File: src/hw/bpu_pkg.sv
package bpu_pkg;

    localparam int XLEN   = 32;
    localparam int HIST_W = 16;  // low half feeds T0, high half feeds T1
    localparam int TAG_W  = 10;
    localparam int PTAG_W = 6;   // upper tag bits compared on lookup

    localparam logic [6:0] OP_BRANCH = 7'b1100011;
    localparam logic [6:0] OP_JAL    = 7'b1101111;
    localparam logic [6:0] OP_JALR   = 7'b1100111;
    localparam logic [4:0] RA_REG    = 5'd1;

    typedef enum logic [1:0] {
        PROV_BIMODAL = 2'd0,
        PROV_T0      = 2'd1,
        PROV_T1      = 2'd2
    } provider_e;

    typedef struct packed {
        logic            is_branch;
        logic            is_jal;
        logic            is_jalr;
        logic            is_ret;
        logic [XLEN-1:0] b_imm;
        logic [XLEN-1:0] j_imm;
    } inst_class_t;

    // 2-bit saturating counter steps
    function automatic logic [1:0] ctr_inc(input logic [1:0] ctr);
        return (ctr == 2'b11) ? ctr : ctr + 2'b01;
    endfunction

    function automatic logic [1:0] ctr_dec(input logic [1:0] ctr);
        return (ctr == 2'b00) ? ctr : ctr - 2'b01;
    endfunction

endpackage

File: src/hw/branch_predecode.sv
`timescale 1ns/1ps

module branch_predecode (
    input  logic [bpu_pkg::XLEN-1:0] inst_i,
    output bpu_pkg::inst_class_t     class_o
);

    logic [6:0] opcode;
    logic [4:0] rs1;
    logic       is_jalr;

    assign opcode  = inst_i[6:0];
    assign rs1     = inst_i[19:15];
    assign is_jalr = (opcode == bpu_pkg::OP_JALR);

    // classification
    assign class_o.is_branch = (opcode == bpu_pkg::OP_BRANCH);
    assign class_o.is_jal    = (opcode == bpu_pkg::OP_JAL);
    assign class_o.is_jalr   = is_jalr;
    assign class_o.is_ret    = is_jalr && (rs1 == bpu_pkg::RA_REG);  // jalr through ra

    // B-type offset, bit 0 implied zero
    assign class_o.b_imm = {
        {(bpu_pkg::XLEN-12){inst_i[31]}},
        inst_i[7],
        inst_i[30:25],
        inst_i[11:8],
        1'b0
    };

    // J-type offset
    assign class_o.j_imm = {
        {(bpu_pkg::XLEN-20){inst_i[31]}},
        inst_i[19:12],
        inst_i[20],
        inst_i[30:21],
        1'b0
    };

endmodule

File: config.mk
export PLATFORM = sky130hd
export DESIGN_NAME = branch_predecode
export DESIGN_NICKNAME = d
export VERILOG_FILES = /design/src/hw/bpu_pkg.sv /design/src/hw/branch_predecode.sv
export SDC_FILE = /design/constraint.sdc
export NUM_CORES = 1
export LEC_CHECK = 0
export ABC_AREA = 1
export BUFFER_PORTS_ARGS = -buffer_cell sky130_fd_sc_hd__buf_2
export CAP_MARGIN = 10
export CELL_PAD_IN_SITES_DETAIL_PLACEMENT = 0
export CELL_PAD_IN_SITES_GLOBAL_PLACEMENT = 1
export CORE_UTILIZATION = 17
export DETAILED_ROUTE_END_ITERATION = 10
export PLACE_DENSITY = 0.86
export REMOVE_ABC_BUFFERS = 1
export SLEW_MARGIN = 20
export SYNTH_ARGS = -nofsm -noshare
export SYNTH_HDL_FRONTEND = slang
export SYNTH_SLANG_ARGS = --single-unit
File: constraint.sdc
create_clock -name vclk -period 1.45
set_clock_uncertainty 0.2 [all_clocks]
set_input_delay 0 -clock vclk [all_inputs]
set_output_delay 0 -clock vclk [all_outputs]
set_load 0.02 [all_outputs]
Word level (Yosys, flattened, before mapping)

Cells that the tools add are included.

Bits in writable memories: 0
Register bits after elaboration: 0
Bits in read-only memories: 0
Output and inout port bits: 68
Memories kept: 0
Bits in latches: 0
Input port bits: 32

Multiplexer cells: 0
Reductions and logical operators: 1
Magnitude comparators: 0
Multiply operators: 0
Shifts and indexed selects: 0
Bitwise operators: 0
$add $sub $neg: 0
Divide/modulo/power cells: 0
Eq/ne operators: 4

Operator list:

| cell                                                                   | number |
|---|---|
| 7-bit equality test (second input constant)                            | 3 |
| 5-bit by 1-bit equality test with 1-bit output (second input constant) | 1 |
| 1-bit logical AND                                                      | 1 |

Depth between registers and ports, before layout

Depth after elaboration: 2
Gate-level depth with buffers: 6

Worst setup path before layout

No wires, ideal clock.

Path kind: input to output
Start point: input inst_i[6] in the netlist's numbering
End point: output class_o[66] in the netlist's numbering
Setup slack: 746 ps
Path buffers: 0
Data arrival time: 504 ps
Cell stages on the path: 4
Required time: 1,250 ps
Cell sequence: nand2_1 -> nor2_2 -> inv_1 -> nor2_1

RTL lines:

| element            | RTL line              | source |
|---|---|---|
| start: declaration | branch_predecode.sv:4 | `input logic [bpu_pkg::XLEN-1:0] inst_i,` |
| end: declaration   | branch_predecode.sv:5 | `output bpu_pkg::inst_class_t class_o` |

Worst setup path in the final report

Start point: input inst_i[27] in the netlist's numbering
End point: output class_o[39] in the netlist's numbering

No word-level cell between the ends.

==> key figures <==
Global routing
  – Total track usage: 7.937%
  – Total grt overflow: 0
  – Vias in the first global route: 258
  – First-pass GRT wire length: 1869 µm
  – Pin count of the biggest net entering global routing: 33
  – Initial antenna violation count: 0

Cells and area
  – Multi-input logic area: 78.83 µm²
  – Layout cell share with drive strength beyond 1: 42.19%
  – Net count, final: 98
  – FF/Latch Area: 0 µm²
  – Clock buffers: 0
  – Fillers: 383
  – ANT cells: 0
  – Final sequential cell count: 0
  – Syn-to-layout area delta: -18.16%

Worst setup path
  – Crit-path max FO: 2
  – Slowest cell on the critical path: dlygate4sd3_1
  – Delay-heaviest family, CP: buffers and inverters
  – Critical path type: in -> out
  – Arr. time, crit path: 0.85 ns
  – Buffers & Inverters on Critical Path: 1
  – Worst Setup End Kind: output port
  – Max incr delay on CP: 0.84 ns
  – Startpoint class of the critical path: input pin
  – CP required: 1.25 ns
  – WP depth: 1
  – Crit-path cells: dlygate4sd3_1

Timing
  – Post-layout min period: 1.046 ns
  – Setup TNS: 0 ns
  – Final Cycle Share: 72.14%
  – Unrepaired setup endpoints after global routing: false
  – Maximum clock frequency: 0.9561 GHz
  – Max-slew violation count: 0
  – Setup Viol. Count Final: 0
  – Final hold viol count: 0

Drt
  – Drt first pass iters: 4
  – Top sig layer: met3
  – Initial DRC Count: 10
  – DR WL met2: 521 µm
  – Avg WL per Cell: 15.17 µm
  – Wl on met1: 898 µm
  – Met3 wire length: 218 µm
  – Via count: 308
  – Post-DRT Antenna Nets: 0
  – Post-DR vias/cell: 2.852
  – WL final: 1638 µm
  – Post-route DRC: 0

Hold path
  – Hold endpoint: class_o[15]
  – HP Class: in -> out
  – Cells on Worst Hold Path: 2
  – Hold wc startpoint: inst_i[15]

Placed design
  – Post-detail-place hpwl: 1414 µm
  – Port Buffers: 21
  – Routability Congestion: 0.6596

Die
  – Rows: 20
  – Starting density of the core: 18.57%
  – Die area: 3683 µm²
  – I/O pins: 100
  – Die X: 60.69 µm
  – Core Area: 3153 µm²
  – Die Ht: 60.69 µm

Pwr
  – Total Power: 239.0 µW
  – Max IR drop VDD: 0.1266 mV
  – Leak: 0.0002440 µW
  – Pwr dens: 498.8 nW/µm²

Synth
  – Avg Cell Area, Syn: 6.731 µm²
  – Sequential fraction of the synthesis area: 0%
  – Cell Area, Synth: 585.6 µm²
  – Cell variety after synth: 8
  – Yosys warns: 0
  – Share of the synthesized area in the top cell type: 83.33%
  – Synth top area cells: buf_4, inv_1, nor2_1
  – Yosys top cell by area: buf_4
  – Most frequent cells after synthesis: buf_4, inv_1, nor2_1, nand2_1, nor2_2
  – Syn Inst Count: 87
  – Cell with the most instances after synthesis: buf_4

Status
  – Status: finished clean

Run
  – MaxCap Viol Count: 0

Clocking
  – # resized after CTS: 0
[per-stage QoR]
stage               util, %  std cells  hold slack, ns  setup WS, ns  area, µm²
finish                15.20        108         0.03201        0.4040      479.2
global route          15.20        108         0.04338        0.3984      479.2
CTS                   15.20        108         0.03307        0.3997      479.2
detailed placement    8.294         88         -0.1994        0.6378      261.5
global placement      8.294         88         -0.1994        0.6180      261.5
floorplan                 -         23         -0.2000        0.7463      101.3
[logic make-up (layout without fill, tap and decap cells)]
logic type	after synthesis	count (layout)	synth area share (%)
buffers and inverters	71	47	87.18
AND/OR/NAND/NOR	15	15	12.18
other	1	2	0.6404
[area by class of cell]
class	count	area share [%]
inverter	6	4.700
multi-input combinational	17	16.45
tap	44	11.49
timing repair buffer	41	67.36
[how the worst max path moves through the flow]
stage                    start           to  slack [ns]
finish              inst_i[27]  class_o[39]        0.40
global route        inst_i[30]  class_o[10]        0.40
CTS                 inst_i[26]  class_o[38]        0.40
detailed placement   inst_i[6]  class_o[67]        0.64
global placement     inst_i[3]  class_o[64]        0.62
floorplan            inst_i[6]  class_o[66]        0.75
[what timing repair did]
item / CTS / global route
hold buffers: 20 / 0
hold endpoints to repair: 57 / 0
setup buffers: 0 / 0
[power breakdown]
part	internal [µW]	total [µW]	leakage [µW]	switching, µW
sequential	0	0	0	0
combinational	64.1	239	0.000244	175
clock	0	0	0	0
total	64.1	239	0.000244	175
[placed cells by master, fill, tap and decap left out, drive strengths merged]
| master | count |
|---|---|
| buf | 22 |
| nand3 | 2 |
| conb | 2 |
| inv | 6 |
| nand2 | 5 |
| dlygate4sd3 | 19 |
| nor2 | 8 |
[metal layers]
metal	up-vias	global-route usage (%)
met5	-	0
met4	0	0
met3	0	2.772
met2	30	7.064
met1	135	15.56
li1	143	-
No activity file was read; power rests on OpenSTA's default activity.
