==> config.mk <==
export PLATFORM = sky130hd
export DESIGN_NAME = prediction_select
export DESIGN_NICKNAME = d
export VERILOG_FILES = /design/src/hw/bpu_pkg.sv /design/src/hw/prediction_select.sv
export SDC_FILE = /design/constraint.sdc
export NUM_CORES = 1
export LEC_CHECK = 0
export ABC_AREA = 1
export BUFFER_PORTS_ARGS = -buffer_cell sky130_fd_sc_hd__clkbuf_2
export CORE_MARGIN = 4
export CORE_UTILIZATION = 25
export DETAILED_ROUTE_END_ITERATION = 12
export PLACE_DENSITY = 0.45
export SYNTH_ARGS = -nofsm -noshare
export SYNTH_HDL_FRONTEND = slang
export SYNTH_SLANG_ARGS = --single-unit
==> constraint.sdc <==
create_clock -name vclk -period 5.1
set_clock_uncertainty 0.15 [all_clocks]
set_input_delay 1.02 -clock vclk [all_inputs]
set_output_delay 1.02 -clock vclk [all_outputs]
set_load 0.005 [all_outputs]
==> src/hw/bpu_pkg.sv <==
package bpu_pkg;

    localparam int XLEN   = 32;
    localparam int HIST_W = 16;  // low half feeds T0, high half feeds T1
    localparam int TAG_W  = 10;
    localparam int PTAG_W = 6;   // upper tag bits compared on lookup

    localparam logic [6:0] OP_BRANCH = 7'b1100011;
    localparam logic [6:0] OP_JAL    = 7'b1101111;
    localparam logic [6:0] OP_JALR   = 7'b1100111;
    localparam logic [4:0] RA_REG    = 5'd1;

    typedef enum logic [1:0] {
        PROV_BIMODAL = 2'd0,
        PROV_T0      = 2'd1,
        PROV_T1      = 2'd2
    } provider_e;

    typedef struct packed {
        logic            is_branch;
        logic            is_jal;
        logic            is_jalr;
        logic            is_ret;
        logic [XLEN-1:0] b_imm;
        logic [XLEN-1:0] j_imm;
    } inst_class_t;

    // 2-bit saturating counter steps
    function automatic logic [1:0] ctr_inc(input logic [1:0] ctr);
        return (ctr == 2'b11) ? ctr : ctr + 2'b01;
    endfunction

    function automatic logic [1:0] ctr_dec(input logic [1:0] ctr);
        return (ctr == 2'b00) ? ctr : ctr - 2'b01;
    endfunction

endpackage

==> src/hw/prediction_select.sv <==
`timescale 1ns/1ps

module prediction_select (
    input  logic [bpu_pkg::XLEN-1:0] pc_i,
    input  bpu_pkg::inst_class_t     class_i,
    input  logic                     dir_taken_i,
    input  logic                     btb_hit_i,
    input  logic [bpu_pkg::XLEN-1:0] btb_target_i,
    input  logic                     ras_valid_i,
    input  logic [bpu_pkg::XLEN-1:0] ras_top_i,
    output logic                     is_ctrl_o,
    output logic                     pred_taken_o,
    output logic [bpu_pkg::XLEN-1:0] pred_pc_o
);

    logic [bpu_pkg::XLEN-1:0] pc_plus4;

    assign pc_plus4  = pc_i + bpu_pkg::XLEN'(4);
    assign is_ctrl_o = class_i.is_branch || class_i.is_jal || class_i.is_jalr;

    always_comb begin
        pred_taken_o = 1'b0;
        pred_pc_o    = pc_plus4;
        if (class_i.is_ret) begin
            pred_taken_o = 1'b1;
            if (ras_valid_i)
                pred_pc_o = ras_top_i;
            else if (btb_hit_i)
                pred_pc_o = btb_target_i;  // empty stack
        end else if (class_i.is_jal) begin
            pred_taken_o = 1'b1;
            pred_pc_o    = btb_hit_i ? btb_target_i : pc_i + class_i.j_imm;
        end else if (class_i.is_branch) begin
            pred_taken_o = dir_taken_i;
            if (dir_taken_i)
                pred_pc_o = btb_hit_i ? btb_target_i : pc_i + class_i.b_imm;
        end else if (class_i.is_jalr) begin
            // indirect jump, only the BTB knows
            pred_taken_o = 1'b1;
            if (btb_hit_i)
                pred_pc_o = btb_target_i;
        end
    end

endmodule

Yosys cells after proc, flatten, opt, wreduce, memory -nomap -nowiden. Cells that the tools add are included.

Input port bits: 167. Logic and storage cells: 18. Register bits after elaboration: 0. Output and inout port bits: 34.

Reductions and logical operators: 2. Muxes and demuxes: 13. $add $sub $neg: 3.

Operators by type and width (count): 32-bit two-way mux (9); 32-bit adder (2); 32-bit by 3-bit adder with 32-bit output (second input constant) (1); 1-bit two-way mux (4); 1-bit logical OR (2).

Logic depth before layout (Yosys ltp).
Depth in word-level cells: 6. Gate-level depth with buffers: 17.

Worst setup path before layout. OpenSTA, ideal clock, no wires.

Kind: in2out. Start: in pc_i[0] (netlist bit). End: out pred_pc_o[16] (netlist bit). Required time: 3.930 ns. Cell stages on the path: 15. Data arrival time: 2.686 ns. Setup slack: 1.244 ns. Path through: ha_1 > fa_1 > nand3_1 > nand3_1 > nand2_1 > nand2_1 > nand2_1 > nand2_1 > or2_2 > nand3_1 > nand3_1 > nand2_1 > nand2_1 > nand3_1 > nand2_1.

Word-level cells in the longest chain between the ends: 6.

RTL lines: start, declared (line prediction_select.sv:4) `input logic [bpu_pkg::XLEN-1:0] pc_i,`; 32-bit by 3-bit adder with 32-bit output or 32-bit adder (tied branches) (line prediction_select.sv:18, prediction_select.sv:36); 32-bit two-way mux, on equally long branches (line prediction_select.sv:28, prediction_select.sv:40, prediction_select.sv:36); 32-bit two-way mux, on equally long branches (line prediction_select.sv:37, prediction_select.sv:35); 32-bit two-way mux (line prediction_select.sv:33) `end else if (class_i.is_branch) begin`; 32-bit two-way mux (line prediction_select.sv:30) `end else if (class_i.is_jal) begin`; 32-bit two-way mux * (line prediction_select.sv:24) `if (class_i.is_ret) begin`; end, declared (line prediction_select.sv:13) `output logic [bpu_pkg::XLEN-1:0] pred_pc_o`.

Mark *: on every way between the ends. The rest lies on a longest branch, timed or not.

Worst setup path after layout.
Start: in pc_i[0] (netlist bit). End: out pred_pc_o[14] (netlist bit).

Same word-level chain as after synthesis.

==> metrics.txt <==
status=completed; final hold vios=0; Resized cells post-CTS=0; Net Switching=0.653 mW; slew margin rel.=51.8%; Final min period=4.61 ns; post-synth cell types=36; hold crit path type=in2out; part of the cycle the worst path needs=around nine tenths; top cells by area, synth=nand2_1 30%, inv_1 11%, ha_1 10%; number of I/O port buffers=201; Internal Power=0.334 mW; seq_cells=0; maximum vdd drop=0.0000338 V; Rows=64; wire per inst=18.4 um; CP Capture Type=primary output; CP required=3.93 ns; Pwr Density=107 mW/mm2; most used cell, CP=nand2_1; Seq pwr share=0%; Remaining DRCs=0; largest net degree at the start of global routing=75; Worst path max stage delay=0.41 ns; first-pass GRT wire length=between 60000 and 70000 um; Finished Core Util=30.1%; clock share of power=0%; Initial DRC Count=938; die area=0.0340 mm2; sequential area share after synthesis=0%; Core Region=just over 0.03 mm2; syn avg cell area=around 4.7 um2; MaxCap Viol Count=0; DP Area=0.00924 mm2; cell area after layout=0.00924 mm2; Final TNS setup=0 ns; Synth top cells by count=631 x nand2_1, 234 x inv_1, 193 x nor2_1, 121 x a21oi_1, 115 x nand3_1; cells after synthesis=1668; vias per cell=4.96; final setup fails=0; Multi-input gate area=0.00671 mm2; # diodes=0; combinational power share=100.0%; delay-heaviest family, CP=simple AND/OR/NAND/NOR gates; register area=0 um2; type of origin of the critical path=primary input; Yosys warnings=0; vias in the first global route=10300; FILL cells=around 3700; I/O pins=201; Critical Path Fanout Max=5; cell with the most instances after synthesis=nand2_1; placer's final routability congestion estimate=0.998; die height=184 um; Post-CTS Hold Buffers=0; GRT Total Usage=23.0%; switch share=66.1%; final global-route overflow total=0; initial antenna violation count=1; RSZ-0062 raised after global routing=false; clock buffer count=0; f_max=0.217 GHz; syn nets=1900; worst hold path cell count=4; slowest CP cell=fa_1; layout cells sized above 1=13.2%; Post-CTS Setup Repair Bufs=0; vias post-DR=roughly 11000; Worst Max-Slew Pin Slew=between 0.7 and 0.8 ns; Routed WL=41000 um; critical-path cell list=clkbuf_2 > ha_1 > inv_1 > fa_1 > o21ai_2 > nand2_1 > nand2_1 > nand2_1 > nand3b_1 > a21oi_1 > o21ai_0 > nand3_1 > nand3_1 > nand2_1 > clkbuf_2; chip width=184 um; area leader, netlist=nand2_1; post-synth top area share=30.4%; Layout area overhead=18.7%; dpl hpwl=34900 um; WP data arrival=roughly 3.4 ns; Slew Viols, Final=0; Leak Pwr=5.37 nW; post-synthesis cell area=0.00778 mm2; cell count along the critical path=15; Initial Util=between 20% and 30%; nets@finish=2069; ANT nets after route=0; crit path kind=in2out; drt pass-1 iters=6; critical path buffer and inverter count=3
==> layout by cell type (no fill, tap or decap), drive strengths merged, types with 7 or more instances in the layout <==
cell type	n
nand4	15
nand2	632
xnor2	14
nor2	196
nand3b	14
inv	238
o21ai	124
nor3	22
nand3	118
xor2	16
a21oi	121
o211ai	11
or2	10
clkbuf	201
ha	63
buf	12
a31oi	7
==> worst paths after layout <==
kind	to	start	slack, ns
worst max-delay path	pred_pc_o[14]	pc_i[0]	0.49
worst min-delay path	pred_pc_o[8]	ras_top_i[8]	2.21
==> stage by stage <==
step                setup slack [ns]  hold WS (ns)  total power, mW  std cells
finish                         0.487          2.21            0.987       2231
CTS                            0.467          2.21            0.984       2231
floorplan                       1.24          2.00            0.607       1668
detailed placement             0.482          2.21            0.978       2231
global route                   0.267          2.26             1.11       2231
global placement               0.465          2.20            0.982       2231
==> cells by family (layout without fill, tap and decap cells) <==
| kind of cell | count (synthesis) | after routing | share of synthesized area (%) |
|---|---|---|---|
| compound gates | 279 | 279 | 19.1 |
| xor+xnor | 30 | 30 | 3.38 |
| fa+ha+maj | 65 | 65 | 10.6 |
| buf+inv | 285 | 452 | 13.8 |
| simple gates | 1009 | 1009 | 53.0 |
==> power groups by stage <==
stage	registers [mW]	logic (mW)	clock network, mW
6_report	0	0.987	0
5_1_grt	0	1.11	0
4_1_cts	0	0.984	0
3_5_place_dp	0	0.978	0
3_3_place_gp	0	0.982	0
2_1_floorplan	0	0.607	0
==> area by class of cell <==
cell class,count,share of cell area [%]
Inverter,239,9.71
Timing Repair Buffer,213,12.3
Multi-Input combinational cell,1383,72.7
Tap cell,396,5.36
==> per-layer routing <==
layer / share of wire, % / track usage, % / routed length, um
met2: 46 / 39.2 / 18700
met4: 2.2 / 4.44 / 915
met5: 0.049 / 0 / 20
met3: 6.1 / 1.03 / 2510
met1: 46 / 32.6 / 18900
==> worst min-delay path, delay by kind of cell <==
kind            cells  cell delay (ns)
buf+inv             2             0.20
simple gates        1             0.06
compound gates      1             0.05
Note: power is estimated with default switching activity, not from simulation.
